### config.mk
export PLATFORM = sky130hd
export DESIGN_NAME = axil_regbank_top
export DESIGN_NICKNAME = d
export VERILOG_FILES = /design/src/hw/iob_pkg.sv /design/src/hw/axil_pkg.sv /design/src/hw/axil_regbank_top.sv /design/src/hw/iob_regbank.sv /design/src/hw/axil2iob_bridge.sv
export VERILOG_INCLUDE_DIRS = /design/src /design/src/hw
export SDC_FILE = /design/constraint.sdc
export NUM_CORES = 1
export LEC_CHECK = 0
export ABC_AREA = 1
export BUFFER_PORTS_ARGS = -buffer_cell sky130_fd_sc_hd__buf_2
export CAP_MARGIN = 25
export CORE_MARGIN = 5
export CORE_UTILIZATION = 50
export CTS_CLUSTER_SIZE = 12
export DETAILED_ROUTE_END_ITERATION = 16
export GPL_ROUTABILITY_DRIVEN = 0
export PLACE_DENSITY = 0.68
export SETUP_SLACK_MARGIN = 0.02
export SKIP_LAST_GASP = 1
export SYNTH_ARGS = -nofsm -noshare
export SYNTH_HDL_FRONTEND = slang
export SYNTH_SLANG_ARGS = --single-unit
### constraint.sdc
create_clock -name clk_i -period 3.6 [get_ports clk_i]
set_input_delay 0.72 -clock clk_i [delete_from_list [all_inputs] [get_ports clk_i]]
set_output_delay 0.72 -clock clk_i [all_outputs]
set_load 0.005 [all_outputs]
### src/hw/axil2iob_consts.svh
`ifndef AXIL2IOB_CONSTS_SVH
`define AXIL2IOB_CONSTS_SVH

// Byte address width, enough for eight 32-bit words
`define AXIL_ADDR_W 5

// Data path width and its byte strobe
`define AXIL_DATA_W 32
`define AXIL_STRB_W (`AXIL_DATA_W / 8)

// Register bank size
`define REGBANK_NREGS 8

// Read-only value held in the last register
`define REGBANK_ID_VAL 32'h1B0A_7E01

// AXI response codes
`define AXIL_RESP_OKAY 2'b00

`endif
### src/hw/iob_pkg.sv
`include "axil2iob_consts.svh"

package iob_pkg;

   // Request, a zero strobe means read
   typedef struct packed {
      logic [`AXIL_ADDR_W-1:0] addr;
      logic [`AXIL_DATA_W-1:0] wdata;
      logic [`AXIL_STRB_W-1:0] wstrb;
   } iob_req_t;

   // Read response payload
   typedef struct packed {
      logic [`AXIL_DATA_W-1:0] rdata;
   } iob_rsp_t;

   // Bridge FSM states
   typedef enum logic [1:0] {
      BR_IDLE  = 2'd0,
      BR_WRESP = 2'd1,
      BR_RWAIT = 2'd2,
      BR_RRESP = 2'd3
   } bridge_state_e;

endpackage

### src/hw/axil_pkg.sv
`include "axil2iob_consts.svh"

package axil_pkg;

   // Write address channel
   typedef struct packed {
      logic [`AXIL_ADDR_W-1:0] addr;
   } axil_aw_t;

   // Write data channel
   typedef struct packed {
      logic [`AXIL_DATA_W-1:0] data;
      logic [`AXIL_STRB_W-1:0] strb;
   } axil_w_t;

   // Write response channel
   typedef struct packed {
      logic [1:0] resp;
   } axil_b_t;

   // Read address channel
   typedef struct packed {
      logic [`AXIL_ADDR_W-1:0] addr;
   } axil_ar_t;

   // Read data channel
   typedef struct packed {
      logic [`AXIL_DATA_W-1:0] data;
      logic [1:0]              resp;
   } axil_r_t;

endpackage

### src/hw/axil_regbank_top.sv
`timescale 1ns/1ps

module axil_regbank_top
   import axil_pkg::*;
   import iob_pkg::*;
(
   input  logic     clk_i,
   input  logic     reset_i,

   // AXI-Lite slave port
   input  axil_aw_t aw_i,
   input  logic     awvalid_i,
   output logic     awready_o,
   input  axil_w_t  w_i,
   input  logic     wvalid_i,
   output logic     wready_o,
   output axil_b_t  b_o,
   output logic     bvalid_o,
   input  logic     bready_i,
   input  axil_ar_t ar_i,
   input  logic     arvalid_i,
   output logic     arready_o,
   output axil_r_t  r_o,
   output logic     rvalid_o,
   input  logic     rready_i
);

   // Bridge to bank
   logic     iob_valid;
   iob_req_t iob_req;
   logic     iob_ready;
   logic     iob_rvalid;
   iob_rsp_t iob_rsp;

   axil2iob_bridge axil2iob_bridge_inst (
      .clk_i       (clk_i),
      .reset_i     (reset_i),
      .aw_i        (aw_i),
      .awvalid_i   (awvalid_i),
      .awready_o   (awready_o),
      .w_i         (w_i),
      .wvalid_i    (wvalid_i),
      .wready_o    (wready_o),
      .b_o         (b_o),
      .bvalid_o    (bvalid_o),
      .bready_i    (bready_i),
      .ar_i        (ar_i),
      .arvalid_i   (arvalid_i),
      .arready_o   (arready_o),
      .r_o         (r_o),
      .rvalid_o    (rvalid_o),
      .rready_i    (rready_i),
      .iob_valid_o (iob_valid),
      .iob_req_o   (iob_req),
      .iob_ready_i (iob_ready),
      .iob_rvalid_i(iob_rvalid),
      .iob_rsp_i   (iob_rsp)
   );

   iob_regbank iob_regbank_inst (
      .clk_i       (clk_i),
      .reset_i     (reset_i),
      .iob_valid_i (iob_valid),
      .iob_req_i   (iob_req),
      .iob_ready_o (iob_ready),
      .iob_rvalid_o(iob_rvalid),
      .iob_rsp_o   (iob_rsp)
   );

endmodule

### src/hw/iob_regbank.sv
`timescale 1ns/1ps
`include "axil2iob_consts.svh"

module iob_regbank
   import iob_pkg::*;
(
   input  logic     clk_i,
   input  logic     reset_i,

   // IOb slave
   input  logic     iob_valid_i,
   input  iob_req_t iob_req_i,
   output logic     iob_ready_o,
   output logic     iob_rvalid_o,
   output iob_rsp_t iob_rsp_o
);

   localparam int IDX_W  = $clog2(`REGBANK_NREGS);
   localparam int ID_IDX = `REGBANK_NREGS - 1;
   localparam int NWR    = `REGBANK_NREGS - 1;

   // Writable registers only, the ID word is a constant
   logic [`AXIL_DATA_W-1:0] regs_q [NWR];
   logic [`AXIL_DATA_W-1:0] rdata_q;
   logic                    rvalid_q;
   logic [IDX_W-1:0]        idx;
   logic                    is_read;
   logic                    is_write;
   logic                    id_sel;

   assign iob_ready_o = 1'b1;

   // Word index from the byte address
   assign idx    = iob_req_i.addr[IDX_W+1:2];
   assign id_sel = (idx == IDX_W'(ID_IDX));

   assign is_read  = iob_valid_i && iob_ready_o && (iob_req_i.wstrb == '0);
   assign is_write = iob_valid_i && iob_ready_o && (iob_req_i.wstrb != '0);

   // Byte merge on write
   always_ff @(posedge clk_i) begin
      if (reset_i) begin
         for (int i = 0; i < NWR; i++) begin
            regs_q[i] <= '0;
         end
      end else if (is_write && !id_sel) begin
         for (int b = 0; b < `AXIL_STRB_W; b++) begin
            if (iob_req_i.wstrb[b]) begin
               regs_q[idx][8*b +: 8] <= iob_req_i.wdata[8*b +: 8];
            end
         end
      end
   end

   always_ff @(posedge clk_i) begin
      if (is_read) begin
         if (id_sel) begin
            rdata_q <= `REGBANK_ID_VAL;
         end else begin
            rdata_q <= regs_q[idx];
         end
      end
   end

   always_ff @(posedge clk_i) begin
      if (reset_i) begin
         rvalid_q <= 1'b0;
      end else begin
         rvalid_q <= is_read;
      end
   end

   assign iob_rvalid_o    = rvalid_q;
   assign iob_rsp_o.rdata = rdata_q;

   a_rvalid_after_read: assert property (@(posedge clk_i) disable iff (reset_i)
      iob_rvalid_o |-> $past(is_read));

endmodule

### src/hw/axil2iob_bridge.sv
`timescale 1ns/1ps
`include "axil2iob_consts.svh"

module axil2iob_bridge
   import axil_pkg::*;
   import iob_pkg::*;
(
   input  logic     clk_i,
   input  logic     reset_i,

   // AXI-Lite slave
   input  axil_aw_t aw_i,
   input  logic     awvalid_i,
   output logic     awready_o,
   input  axil_w_t  w_i,
   input  logic     wvalid_i,
   output logic     wready_o,
   output axil_b_t  b_o,
   output logic     bvalid_o,
   input  logic     bready_i,
   input  axil_ar_t ar_i,
   input  logic     arvalid_i,
   output logic     arready_o,
   output axil_r_t  r_o,
   output logic     rvalid_o,
   input  logic     rready_i,

   // IOb master
   output logic     iob_valid_o,
   output iob_req_t iob_req_o,
   input  logic     iob_ready_i,
   input  logic     iob_rvalid_i,
   input  iob_rsp_t iob_rsp_i
);

   bridge_state_e           state_q;
   bridge_state_e           state_d;
   logic                    idle;
   logic                    rd_go;
   logic                    wr_go;
   logic                    rvalid_q;
   logic [`AXIL_DATA_W-1:0] rdata_q;

   assign idle = (state_q == BR_IDLE);

   // Read has priority, write needs both AW and W at once
   assign rd_go = idle && arvalid_i && iob_ready_i;
   assign wr_go = idle && !arvalid_i && awvalid_i && wvalid_i && iob_ready_i;

   assign arready_o = idle && iob_ready_i;
   assign awready_o = wr_go;
   assign wready_o  = wr_go;

   // IOb request straight from the AXI channels
   assign iob_valid_o     = idle && (arvalid_i || (awvalid_i && wvalid_i));
   assign iob_req_o.addr  = arvalid_i ? ar_i.addr : aw_i.addr;
   assign iob_req_o.wdata = w_i.data;
   assign iob_req_o.wstrb = arvalid_i ? '0 : w_i.strb;

   always_comb begin
      state_d = state_q;
      unique case (state_q)
         BR_IDLE: begin
            if (rd_go) begin
               state_d = BR_RWAIT;
            end else if (wr_go) begin
               state_d = BR_WRESP;
            end
         end
         BR_WRESP: begin
            if (bready_i) begin
               state_d = BR_IDLE;
            end
         end
         BR_RWAIT: begin
            if (iob_rvalid_i) begin
               state_d = BR_RRESP;
            end
         end
         BR_RRESP: begin
            if (rvalid_q && rready_i) begin
               state_d = BR_IDLE;
            end
         end
         default: state_d = BR_IDLE;
      endcase
   end

   always_ff @(posedge clk_i) begin
      if (reset_i) begin
         state_q  <= BR_IDLE;
         rvalid_q <= 1'b0;
      end else begin
         state_q  <= state_d;
         // R valid one edge after the data lands in rdata_q
         rvalid_q <= (state_q == BR_RRESP) && !(rvalid_q && rready_i);
      end
   end

   // Held until the next read completes
   always_ff @(posedge clk_i) begin
      if (state_q == BR_RWAIT && iob_rvalid_i) begin
         rdata_q <= iob_rsp_i.rdata;
      end
   end

   assign bvalid_o  = (state_q == BR_WRESP);
   assign b_o.resp  = `AXIL_RESP_OKAY;
   assign rvalid_o  = rvalid_q;
   assign r_o.data  = rdata_q;
   assign r_o.resp  = `AXIL_RESP_OKAY;

   a_one_response: assert property (@(posedge clk_i) disable iff (reset_i)
      !(bvalid_o && rvalid_o));

   // Response held under back-pressure
   a_r_stable: assert property (@(posedge clk_i) disable iff (reset_i)
      (rvalid_o && !rready_i) |=> (rvalid_o && $stable(r_o)));

endmodule

==> results of run 1 <==
## worst min-delay path by stage
stage / to / slack (ns)
5_1_grt: axil2iob_bridge_inst.rdata_q[7] / 0.42
3_5_place_dp: axil2iob_bridge_inst.rdata_q[0] / 0.40
3_3_place_gp: axil2iob_bridge_inst.rdata_q[13] / 0.40
6_report: axil2iob_bridge_inst.rdata_q[7] / 0.41
2_1_floorplan: axil2iob_bridge_inst.rdata_q[0] / 0.40
4_1_cts: axil2iob_bridge_inst.rdata_q[7] / 0.42
## routing by layer
metal / GRT usage [%] / routed length, um / vias up
met5: 0 / 0 / -
met4: 5.58 / 645 / 0
met3: 3.77 / 2300 / 45
met2: 33.0 / 13400 / 345
met1: 29.6 / 13000 / 4179
li1: - / - / 4218
## stage by stage
stage	cells	hold WS [ns]	power, mW
detailed placement	1574	0.405	4.79
global placement	1574	0.401	4.77
global route	1627	0.418	7.82
finish	1627	0.412	7.53
floorplan	1197	0.400	4.49
CTS	1627	0.418	7.56
## worst reg2reg max path: stages (launching register included)
cell and delay (ns):
dfxtp_1 0.36, nor2_2 0.18, nand2_2 0.12, inv_1 0.07
nand2_1 0.10, nor3_4 0.29, buf_4 0.27, inv_1 0.09
o21ai_0 0.59, nor2_1 0.39
## flip-flops by register name, indices dropped and copies added, names as in the netlist
register and cells:
iob_regbank_inst.regs_q 224, axil2iob_bridge_inst.state_q 2, iob_regbank_inst.iob_rsp_o 32, axil2iob_bridge_inst.rvalid_o 1
axil2iob_bridge_inst.rdata_q 32, iob_regbank_inst.iob_rvalid_o 1
## layout make-up
class	instances	area, um2
Timing Repair Buffer	111	646
Clock inverter	3	18.8
Clock buffer	50	855
Sequential cell	292	8410
Tap cell	324	405
Multi-Input combinational cell	779	3510
Inverter	68	258
Fill cell	2044	10300
## cell usage after synthesis (2+ instances only)
master and count:
nor2_1 307, edfxtp_1 256, nand2_1 226, o21ai_0 109, inv_1 62, nand3_1 46, dfxtp_1 36, clkbuf_1 30
a21oi_1 19, a22oi_1 17, buf_2 15, nand3_4 8, o2111ai_1 8, buf_1 7, nand2_2 6, buf_4 5
nand3_2 5, nor3_1 5, o22ai_1 5, inv_2 4, nor2_2 3, nand4_1 2, o211ai_1 2, o21ai_1 2
o221ai_1 2
## layout by cell type (no fill, tap or decap), types with 4 or more instances in the layout
| master | n |
|---|---|
| nor2_1 | 304 |
| edfxtp_1 | 256 |
| nand2_1 | 225 |
| o21ai_0 | 109 |
| buf_2 | 85 |
| inv_1 | 61 |
| nand3_1 | 46 |
| dfxtp_1 | 36 |
| clkbuf_16 | 29 |
| buf_4 | 24 |
| a21oi_1 | 19 |
| a22oi_1 | 17 |
| clkbuf_1 | 16 |
| nand3_4 | 8 |
| o2111ai_1 | 8 |
| nand2_2 | 7 |
| nand3_2 | 5 |
| inv_2 | 5 |
| o22ai_1 | 5 |
| nor3_1 | 5 |
| clkbuf_8 | 5 |
| nor2_2 | 4 |
| conb_1 | 4 |
## logic make-up after synthesis
group | after synthesis | synth area share [%]
other cells | 1 | 0.0302
buf+inv | 126 | 4.20
simple gates | 610 | 20.6
compound gates | 165 | 7.42
flops | 292 | 67.8
## where the power goes
part / leakage, nW / internal (mW) / switching [mW]
Combinational: 2.12 / 0.196 / 0.568
Clock: 0.425 / 1.60 / 1.21
Sequential: 2.86 / 3.90 / 0.0555
==> summary.md, run 1 <==
| Metric | Value |
|---|---|
| Critical path depth | 9 |
| Status | finished, final reports clean |
| Max Slew Vio Count | 0 |
| Synth Flop Type | edfxtp_1 |
| Final hold vios | 0 |
| Initial antenna violation count | 0 |
| Synth warn | 0 |
| GR Overflow Total | 0 |
| Largest net degree at the start of global routing | 75 |
| Clock transition at path regs | 0.06 ns |
| Post-synthesis sequential area ratio | around two thirds |
| Core outline area | roughly 0.024 mm2 |
| Max incr delay on CP | around 0.59 ns |
| Leak | around 5.4 nW |
| Peak VDD IR | 0.303 mV |
| RSZ-0062 raised after global routing | false |
| Worst min-delay path category | reg -> reg |
| Cell Pwr Density | 534 mW/mm2 |
| Share of the synthesized area in the top cell type | between 60% and 70% |
| Critical Path AT | about 3 ns |
| Post-DP HPWL | about 19 mm |
| I/O pin cnt | 94 |
| Worst slew pin tran | roughly 0.94 ns |
| Worst Path Class, Setup | reg -> reg |
| CTS resizes | 0 |
| Maximum clock insertion buffer count | 3 |
| Routed length per placed instance | around 18 um |
| Die height | ~170 um |
| First-pass GRT wire length | ~47 mm |
| Reg2Reg Depth | 9 |
| CP dominant cell by count | inv_1 |
| Worst r2r src | axil2iob_bridge_inst.state_q[1] |
| CP max stage cell | o21ai_0 |
| Worst min-delay path startpoint | iob_regbank_inst.iob_rsp_o[7] |
| Setup Buffers After CTS | 0 |
| Worst-skew pair later-pin latency | about 0.55 ns |
| Yosys top cell by area | edfxtp_1 |
| Die Wd | between 150 and 200 um |
| Slack of the critical path | ~0.82 ns |
| ANT cells | 0 |
| Final design utilization | between 50 and 60% |
| Slew margin rel. | a little under two fifths |
| Maximum Capacitance Violations | 0 |
| Drt first pass iters | 6 |
| Area Overhead vs Synth | 13.6% |
| DR DRC count | 0 |
| Row count | 57 |
| Req. time, crit path | 3.81 ns |
| Yosys cell types | 32 |
| Vias after detailed routing | between 8,000 and 9,000 |
| Period utilisation layout | approximately 77% |
| Post-Layout Inst Area | roughly 0.014 mm2 |
| Placed cell areas | approximately 0.013 mm2 |
| Final WL | around 30 mm |
| Skew final | between 0.008 and 0.009 ns |
| Fraction of registers with async set or reset after synthesis | 0% |
| Initial DRC count | between 600 and 700 |
| FMAX | roughly 0.36 GHz |
| PortBufs | 85 |
| Vias in the first global route | 8,553 |
| CP Buf/Inv Count | 3 |
| Startpoint Class | flip-flop |
| Post-synth EDFFs | 256 |
| Vias/cell | roughly 5.4 |
| Final setup fails | 0 |
| Share of post-route cells with drive strength above 1 | 14.0% |
| CTS buffer count | 29 |
| Period minus WS final | 2.78 ns |
| CTS tree | yes |
| Cell count after synthesis | between 1,000 and 1,500 |
| Hold buffer count at cts | 0 |
| Sink Count | 292 |
| Mapped Area | approximately 0.012 mm2 |
| Top cells by area, synth | edfxtp_1 62%, nor2_1 9.3%, nand2_1 6.8% |
| CP top delay family | simple AND/OR/NAND/NOR gates |
| Hold path cells | 0 |
| Worst slack, placed | 0.266 ns |
| Crit path launch | axil2iob_bridge_inst.state_q[1] |
| Critical Path Sink Type | flip-flop |
| R2r setup slk | 0.82 ns |
| Mean post-synth cell area | 10.4 um2 |
| CTS H-tree depth | 1 |
| Post-synthesis register bit count | about 290 |
| Die area | around 0.028 mm2 |
| CP Capture Point | iob_regbank_inst.regs_q[5][21] |
| TNS Setup | 0 ns |
| Worst path cell trace | nor2_2 -> nand2_2 -> inv_1 -> nand2_1 -> nor3_4 -> buf_4 -> inv_1 -> o21ai_0 -> nor2_1 |
| Worst-path maximum fanout | 11 |
| All-layer global routing usage | 20.7% |
| Root Driver | clkbuf_16 |
| Final Net Count | between 1,000 and 1,500 |
| Terminus of the critical flop-to-flop path | iob_regbank_inst.regs_q[5][21] |
| Antenna viol nets, final | 0 |
| Starting Density | between 50% and 60% |
No activity file was read; power rests on OpenSTA's default activity.
==> run 2, diff against run 1 <==
--- a/config.mk
+++ b/config.mk
@@ -6,7 +6,7 @@
 export SDC_FILE = /design/constraint.sdc
 export NUM_CORES = 1
 export LEC_CHECK = 0
-export ABC_AREA = 1
+export ABC_AREA = 0
 export BUFFER_PORTS_ARGS = -buffer_cell sky130_fd_sc_hd__buf_2
 export CAP_MARGIN = 25
 export CORE_MARGIN = 5
@@ -14,7 +14,7 @@
 export CTS_CLUSTER_SIZE = 12
 export DETAILED_ROUTE_END_ITERATION = 16
 export GPL_ROUTABILITY_DRIVEN = 0
-export PLACE_DENSITY = 0.68
+export PLACE_DENSITY = 0.71
 export SETUP_SLACK_MARGIN = 0.02
 export SKIP_LAST_GASP = 1
 export SYNTH_ARGS = -nofsm -noshare
==> constraint.sdc (replaced) <==
create_clock -name clk_i -period 2.5 [get_ports clk_i]
set_input_delay 0.5 -clock clk_i [delete_from_list [all_inputs] [get_ports clk_i]]
set_output_delay 0.5 -clock clk_i [all_outputs]
set_load 0.005 [all_outputs]
==> summary.md, run 2 <==
| Metric | Value |
|---|---|
| Starting Density | 50.8% (-0.094 points) |
| Top-count cell post-synth | edfxtp_1 |
| Hold buffer count at cts | 0 (unchanged) |
| I/O pin cnt | 94 (unchanged) |
| Period utilisation layout | 88.6% |
| Synth warn | 0 (unchanged) |
| Critical Path AT | 1.72 ns (-1.27 ns) |
| Commonest non-fill, non-tap cell in the layout | edfxtp_1 |
| CTS resizes | 0 (unchanged) |
| Die Wd | 170 um (+1.3%) |
| Top cells by count, synth | 256 x edfxtp_1, 140 x nor2_1, 91 x mux2i_1 |
| Cell Pwr Density | 697 mW/mm2 (+31%) |
| Antenna viol nets, final | 0 (unchanged) |
| Vias in the first global route | 8,245 (-3.6%) |
| Drt first pass iters | 5 (-1) |
| CTS H-tree depth | 1 (unchanged) |
| Die area | 0.0288 mm2 (+2.6%) |
| Maximum clock insertion buffer count | 3 (unchanged) |
| Top cells by area, synth | edfxtp_1 60%, mux2i_1 7.1%, dfxtp_1 5.7% |
| All-layer global routing usage | 21.3% (+0.59 points) |
| Max Slew Vio Count | 0 (unchanged) |
| Worst-path maximum fanout | 6 (-5) |
| Synth Flop Type | edfxtp_1 |
| First-pass GRT wire length | 47.2 mm (+1.1%) |
| Period minus WS final | 2.22 ns |
| FMAX | roughly 0.45 GHz |
| PortBufs | 85 (unchanged) |
| Final hold vios | 0 (unchanged) |
| Largest family of logic cells by synthesized area | simple AND/OR/NAND/NOR gates |
| Yosys cell types | 55 (+72%) |
| Critical Path Sink Type | output port |
| Reg2Reg Depth | 7 (-2) |
| Post-synth EDFFs | 256 (unchanged) |
| Most frequent cells in the layout | 256 x edfxtp_1, 140 x nor2_1, 89 x mux2i_1 |
| Vias after detailed routing | 8,203 (-6.6%) |
| DR DRC count | 0 (unchanged) |
| CTS buffer count | 29 (unchanged) |
| Largest register by flop count | iob_regbank_inst.regs_q |
| GR Overflow Total | 0 (unchanged) |
| Die height | 170 um (+1.3%) |
| Mapped Area | 0.0127 mm2 (+2.8%) |
| Fraction of registers with async set or reset after synthesis | 0% (unchanged) |
| Final setup fails | 0 (unchanged) |
| Peak VDD IR | 0.584 mV (+93%) |
| Mux share of post-synthesis cell area | 10.8% (+11 points) |
| Vias/cell | 5.70 (+5.6%) |
| Worst path cell trace | nand4bb_1 -> buf_4 -> nor2_1 -> buf_4 -> buf_2 |
| Cell count after synthesis | 928 (-22%) |
| Sink Count | 292 (unchanged) |
| Post-DP HPWL | 20.2 mm (+6.5%) |
| Final Net Count | 1,137 (-15%) |
| Worst slew pin tran | 0.784 ns (-0.161 ns) |
| Synth Area in Compound Gates | 6.31% (-1.1 points) |
| CP max stage cell | dfxtp_1 |
| Worst-skew pair later-pin latency | 0.54 ns (about the same) |
| Share of post-route cells with drive strength above 1 | 25.3% (+11 points) |
| Slew margin rel. | 47.5% (+11 points) |
| Maximum Capacitance Violations | 0 (unchanged) |
| Largest net degree at the start of global routing | 43 (-43%) |
| CTS tree | yes |
| Placed cell areas | 0.0141 mm2 (+7.0%) |
| Max FFs per register | 224 (unchanged) |
| Core outline area | 0.0251 mm2 (+2.9%) |
| Post-synthesis simple-gate area fraction | 13.5% (-7.0 points) |
| Post-Synth XOR/XNOR Area | 0% (unchanged) |
| Share of the synthesized area in the top cell type | 60.3% (-1.7 points) |
| RSZ-0062 raised after global routing | false |
| CP dominant cell by count | buf_4 |
| Setup Buffers After CTS | 0 (unchanged) |
| Routed length per placed instance | 21.4 um (+18%) |
| Final WL | 30.8 mm (+4.7%) |
| Mean post-synth cell area | 13.7 um2 (+32%) |
| Synth Area in Adders | 0% (unchanged) |
| Initial DRC count | 656 (-4.9%) |
| Max incr delay on CP | 0.30 ns (-0.29 ns) |
| Row count | 58 (+1.8%) |
| TNS Setup | 0 ns (unchanged) |
| Leak | 5.88 nW (+8.7%) |
| Root Driver | clkbuf_16 |
| Startpoint Class | flip-flop |
| Status | finished, final reports clean |
| Hold path cells | 2 (+2) |
| Clock transition at path regs | 0.06 ns (about the same) |
| Area Overhead vs Synth | 17.8% |
| Worst min-delay path category | in -> reg |
| Initial antenna violation count | 3 (+3) |
| Post-synthesis register bit count | 292 (unchanged) |
| Post-Layout Inst Area | 0.0150 mm2 (+6.5%) |
| Yosys top cell by area | edfxtp_1 |
| Skew final | 0.00819 ns (-0.000683 ns) |
| Req. time, crit path | 2.00 ns (-1.81 ns) |
| Post-synthesis sequential area ratio | 66.0% (-1.8 points) |
| Worst Path Class, Setup | reg -> out |
[run 2: stage by stage]
| step | hold slack (ns) | utilization (%) | setup WS (ns) | instances | total power, mW |
|---|---|---|---|---|---|
| 6_report | 0.181 | 59.8 | 0.284 | 1439 | 10.5 |
| 5_1_grt | 0.168 | 59.8 | 0.169 | 1439 | 10.8 |
| 4_1_cts | 0.156 | 59.8 | 0.269 | 1436 | 10.5 |
| 3_5_place_dp | 0.405 | 56.4 | 0.0688 | 1383 | 6.58 |
| 3_3_place_gp | 0.401 | 56.4 | 0.0851 | 1383 | 6.56 |
| 2_1_floorplan | 0.400 | - | 0.0560 | 931 | 6.17 |
[run 2: logic make-up (layout without fill, tap and decap cells)]
logic type      count (synthesis)  after routing
compound gates                 97             97
simple gates                  324            324
flops                         292            292
buf+inv                        85            260
other cells                     1              7
mux                           129            129
[run 2: power breakdown]
group          internal [mW]  total (mW)  switching (mW)
clock network           2.28        4.00            1.72
registers               5.51        5.56          0.0471
logic                  0.369       0.916           0.547
total                   8.16        10.5            2.31
[run 2: path summary, 6_finish.rpt]
kind | slack [ns] | startpoint | end
setup / recovery | 0.28 | axil2iob_bridge_inst.state_q[0] | awready_o
hold reg to reg | 0.42 | iob_regbank_inst.iob_rsp_o[16] | axil2iob_bridge_inst.rdata_q[16]
setup reg to reg | 0.29 | axil2iob_bridge_inst.state_q[1] | iob_regbank_inst.regs_q[0][17]
hold / removal | 0.18 | rready_i | axil2iob_bridge_inst.rvalid_o
[run 2: cell type report]
cell class,instances,area (um2)
multi-input combinational,554,3960
antenna,3,7.51
fill,2086,10100
sequential,292,8410
clock inverter,1,7.51
timing repair buffer,181,1270
inverter,26,97.6
clock buffer,52,852
tap,330,413
[run 2: worst max-delay path: cells and delay by family (launching register included)]
kind / cells / cell delay (ns)
buf+inv: 3 / 0.47
flops: 1 / 0.30
simple gates: 2 / 0.39
[run 2: layer usage]
layer | GRT usage [%] | part of all wire (%) | wire length [um]
met5 | 0 | 0 | 0
met2 | 36.3 | 50 | 15400
met3 | 2.80 | 6.1 | 1860
met1 | 29.0 | 42 | 12800
met4 | 5.39 | 2.1 | 655
==> run 3, diff against run 2 <==
--- a/config.mk
+++ b/config.mk
@@ -14,7 +14,7 @@
 export CTS_CLUSTER_SIZE = 12
 export DETAILED_ROUTE_END_ITERATION = 16
 export GPL_ROUTABILITY_DRIVEN = 0
-export PLACE_DENSITY = 0.71
+export PLACE_DENSITY = 0.73
 export SETUP_SLACK_MARGIN = 0.02
 export SKIP_LAST_GASP = 1
 export SYNTH_ARGS = -nofsm -noshare
==> constraint.sdc (replaced) <==
create_clock -name clk_i -period 2.7 [get_ports clk_i]
set_input_delay 0.54 -clock clk_i [delete_from_list [all_inputs] [get_ports clk_i]]
set_output_delay 0.54 -clock clk_i [all_outputs]
set_load 0.005 [all_outputs]
==> summary.md, run 3 (synthesis results as in run 2) <==
| Metric | Value |
|---|---|
| Starting Density | 50.8% (unchanged) |
| TNS Setup | 0 ns (unchanged) |
| GR Overflow Total | 0 (unchanged) |
| Setup Buffers After CTS | 0 (unchanged) |
| CP top delay family | flip-flops |
| Drt first pass iters | 5 (unchanged) |
| Row count | 58 (unchanged) |
| Vias/cell | 5.76 (+0.99%) |
| Period minus WS final | between 2 and 2.5 ns |
| Root Driver | clkbuf_16 |
| Peak VDD IR | 0.387 mV (-34%) |
| CTS tree | yes |
| Largest net degree at the start of global routing | 39 (-9.3%) |
| I/O pin cnt | 94 (unchanged) |
| Critical Path Sink Type | output port |
| Routed length per placed instance | 21.5 um (+0.73%) |
| DR DRC count | 0 (unchanged) |
| RSZ-0062 raised after global routing | false |
| Final design utilization | 59.5% (-0.33 points) |
| Core outline area | 0.0251 mm2 (unchanged) |
| Most frequent cells in the layout | 256 x edfxtp_1, 140 x nor2_1, 89 x mux2i_1 |
| Max FFs per register | 224 (unchanged) |
| Worst min-delay path category | in -> reg |
| Initial antenna violation count | 2 (-1) |
| Placed Cells | 1,364 (-1.4%) |
| Post-Layout Inst Area | 0.0149 mm2 (-0.55%) |
| Worst-skew pair later-pin latency | 0.55 ns (about the same) |
| Worst-path maximum fanout | 7 (+1) |
| All-layer global routing usage | 20.9% (-0.34 points) |
| Clock transition at path regs | 0.06 ns (about the same) |
| CP dominant cell by count | buf_4 |
| Leak | 5.83 nW (-0.90%) |
| Sink Count | 292 (unchanged) |
| Die Wd | 170 um (unchanged) |
| Startpoint Class | flip-flop |
| Status | finished, final reports clean |
| Worst path cell trace | nand4bb_1 -> buf_4 -> nor2_1 -> buf_4 -> buf_2 |
| FMAX | ~0.43 GHz |
| CTS buffer count | 30 (+3.4%) |
| CP max stage cell | dfxtp_1 |
| Area Overhead vs Synth | 17.2% |
| PortBufs | 85 (unchanged) |
| Post-DP HPWL | 20.1 mm (-0.71%) |
| Vias after detailed routing | 8,175 (-0.34%) |
| Skew final | 0.0128 ns (+0.00464 ns) |
| Worst slew pin tran | 0.834 ns (+0.0504 ns) |
| Worst Path Class, Setup | reg -> out |
| Slack of the critical path | 0.348 ns (+0.0638 ns) |
| Vias in the first global route | 8,393 (+1.8%) |
| Final setup fails | 0 (unchanged) |
| Final WL | 30.6 mm (-0.60%) |
| Slew margin rel. | 44.2% (-3.4 points) |
| Share of post-route cells with drive strength above 1 | 24.4% (-0.87 points) |
| Fin Hold WS | 0.201 ns (+0.0198 ns) |
| CP Buf/Inv Count | 3 (unchanged) |
| Initial DRC count | 612 (-6.7%) |
| First-pass GRT wire length | 46.5 mm (-1.4%) |
| Critical Path AT | 1.81 ns (+0.09 ns) |
| Maximum Capacitance Violations | 0 (unchanged) |
| Largest register by flop count | iob_regbank_inst.regs_q |
| Max Slew Vio Count | 0 (unchanged) |
| Commonest non-fill, non-tap cell in the layout | edfxtp_1 |
| Hold buffer count at cts | 0 (unchanged) |
| Maximum clock insertion buffer count | 3 (unchanged) |
| Max incr delay on CP | 0.51 ns (+0.21 ns) |
| Cell Pwr Density | 669 mW/mm2 (-4.0%) |
| Req. time, crit path | 2.16 ns (+0.16 ns) |
| Die height | 170 um (unchanged) |
| Die area | 0.0288 mm2 (unchanged) |
| Period utilisation layout | approximately 87% |
| Placed cell areas | 0.0140 mm2 (-1.3%) |
| Final Net Count | 1,119 (-1.6%) |
| CTS H-tree depth | 1 (unchanged) |
| CTS resizes | 0 (unchanged) |
| Worst slack, placed | 0.183 ns (+0.114 ns) |
| Layout Cells excl Fill | 1,420 (-1.3%) |
| Antenna viol nets, final | 0 (unchanged) |
| Final hold vios | 0 (unchanged) |
| Design Power | 10.0 mW (-4.5%) |
run 3: cell types whose count changed in the layout (fill, tap and decap cells not counted):
| cell | previous run | this run |
|---|---|---|
| clkbuf_16 | 29 | 31 |
| buf_12 | 10 | 7 |
| clkinv_2 | 0 | 1 |
| bufinv_16 | 0 | 2 |
| clkbuf_1 | 19 | 14 |
| diode_2 | 3 | 2 |
| clkinv_1 | 0 | 1 |
| buf_4 | 86 | 70 |
run 3: final cells by class:
type                       instances  area [um2]
timing repair buffer             162        1090
antenna                            2        5.00
fill                            2065       10200
multi-input combinational        554        3960
clock inverter                     5        76.3
sequential                       292        8410
clock buffer                      49         883
inverter                          26        97.6
tap                              330         413
run 3: worst register-to-register path, delay by kind of cell, from the launching register on:
family / cells / cell delay (ns)
flip-flops: 1 / 0.40
AND/OR/NAND/NOR: 4 / 1.34
buffers and inverters: 1 / 0.20
run 3: layer usage:
metal / share of wire [%] / GRT usage, % / vias up / wire length [um]
li1: - / - / 3741 / -
met1: 40 / 27.5 / 4042 / 12400
met2: 49 / 35.2 / 328 / 15100
met3: 7.5 / 3.80 / 64 / 2300
met4: 2.8 / 7.28 / 0 / 861
met5: 0 / 0 / - / 0
run 3: path summary, 6_finish.rpt:
check,startpoint,to,slack (ns),cells after the start
max,axil2iob_bridge_inst.state_q[0],awready_o,0.35,5
max reg2reg,axil2iob_bridge_inst.state_q[0],iob_regbank_inst.regs_q[2][23],0.40,5
min,rready_i,axil2iob_bridge_inst.rvalid_o,0.20,2
min reg2reg,iob_regbank_inst.iob_rsp_o[9],axil2iob_bridge_inst.rdata_q[9],0.41,0
run 3: where the power goes:
part           leakage (nW)  switching (mW)  internal (mW)
clock network         0.461            1.63           2.40
registers              2.86          0.0498           5.11
logic                  2.51           0.494          0.317
total                  5.83            2.17           7.83
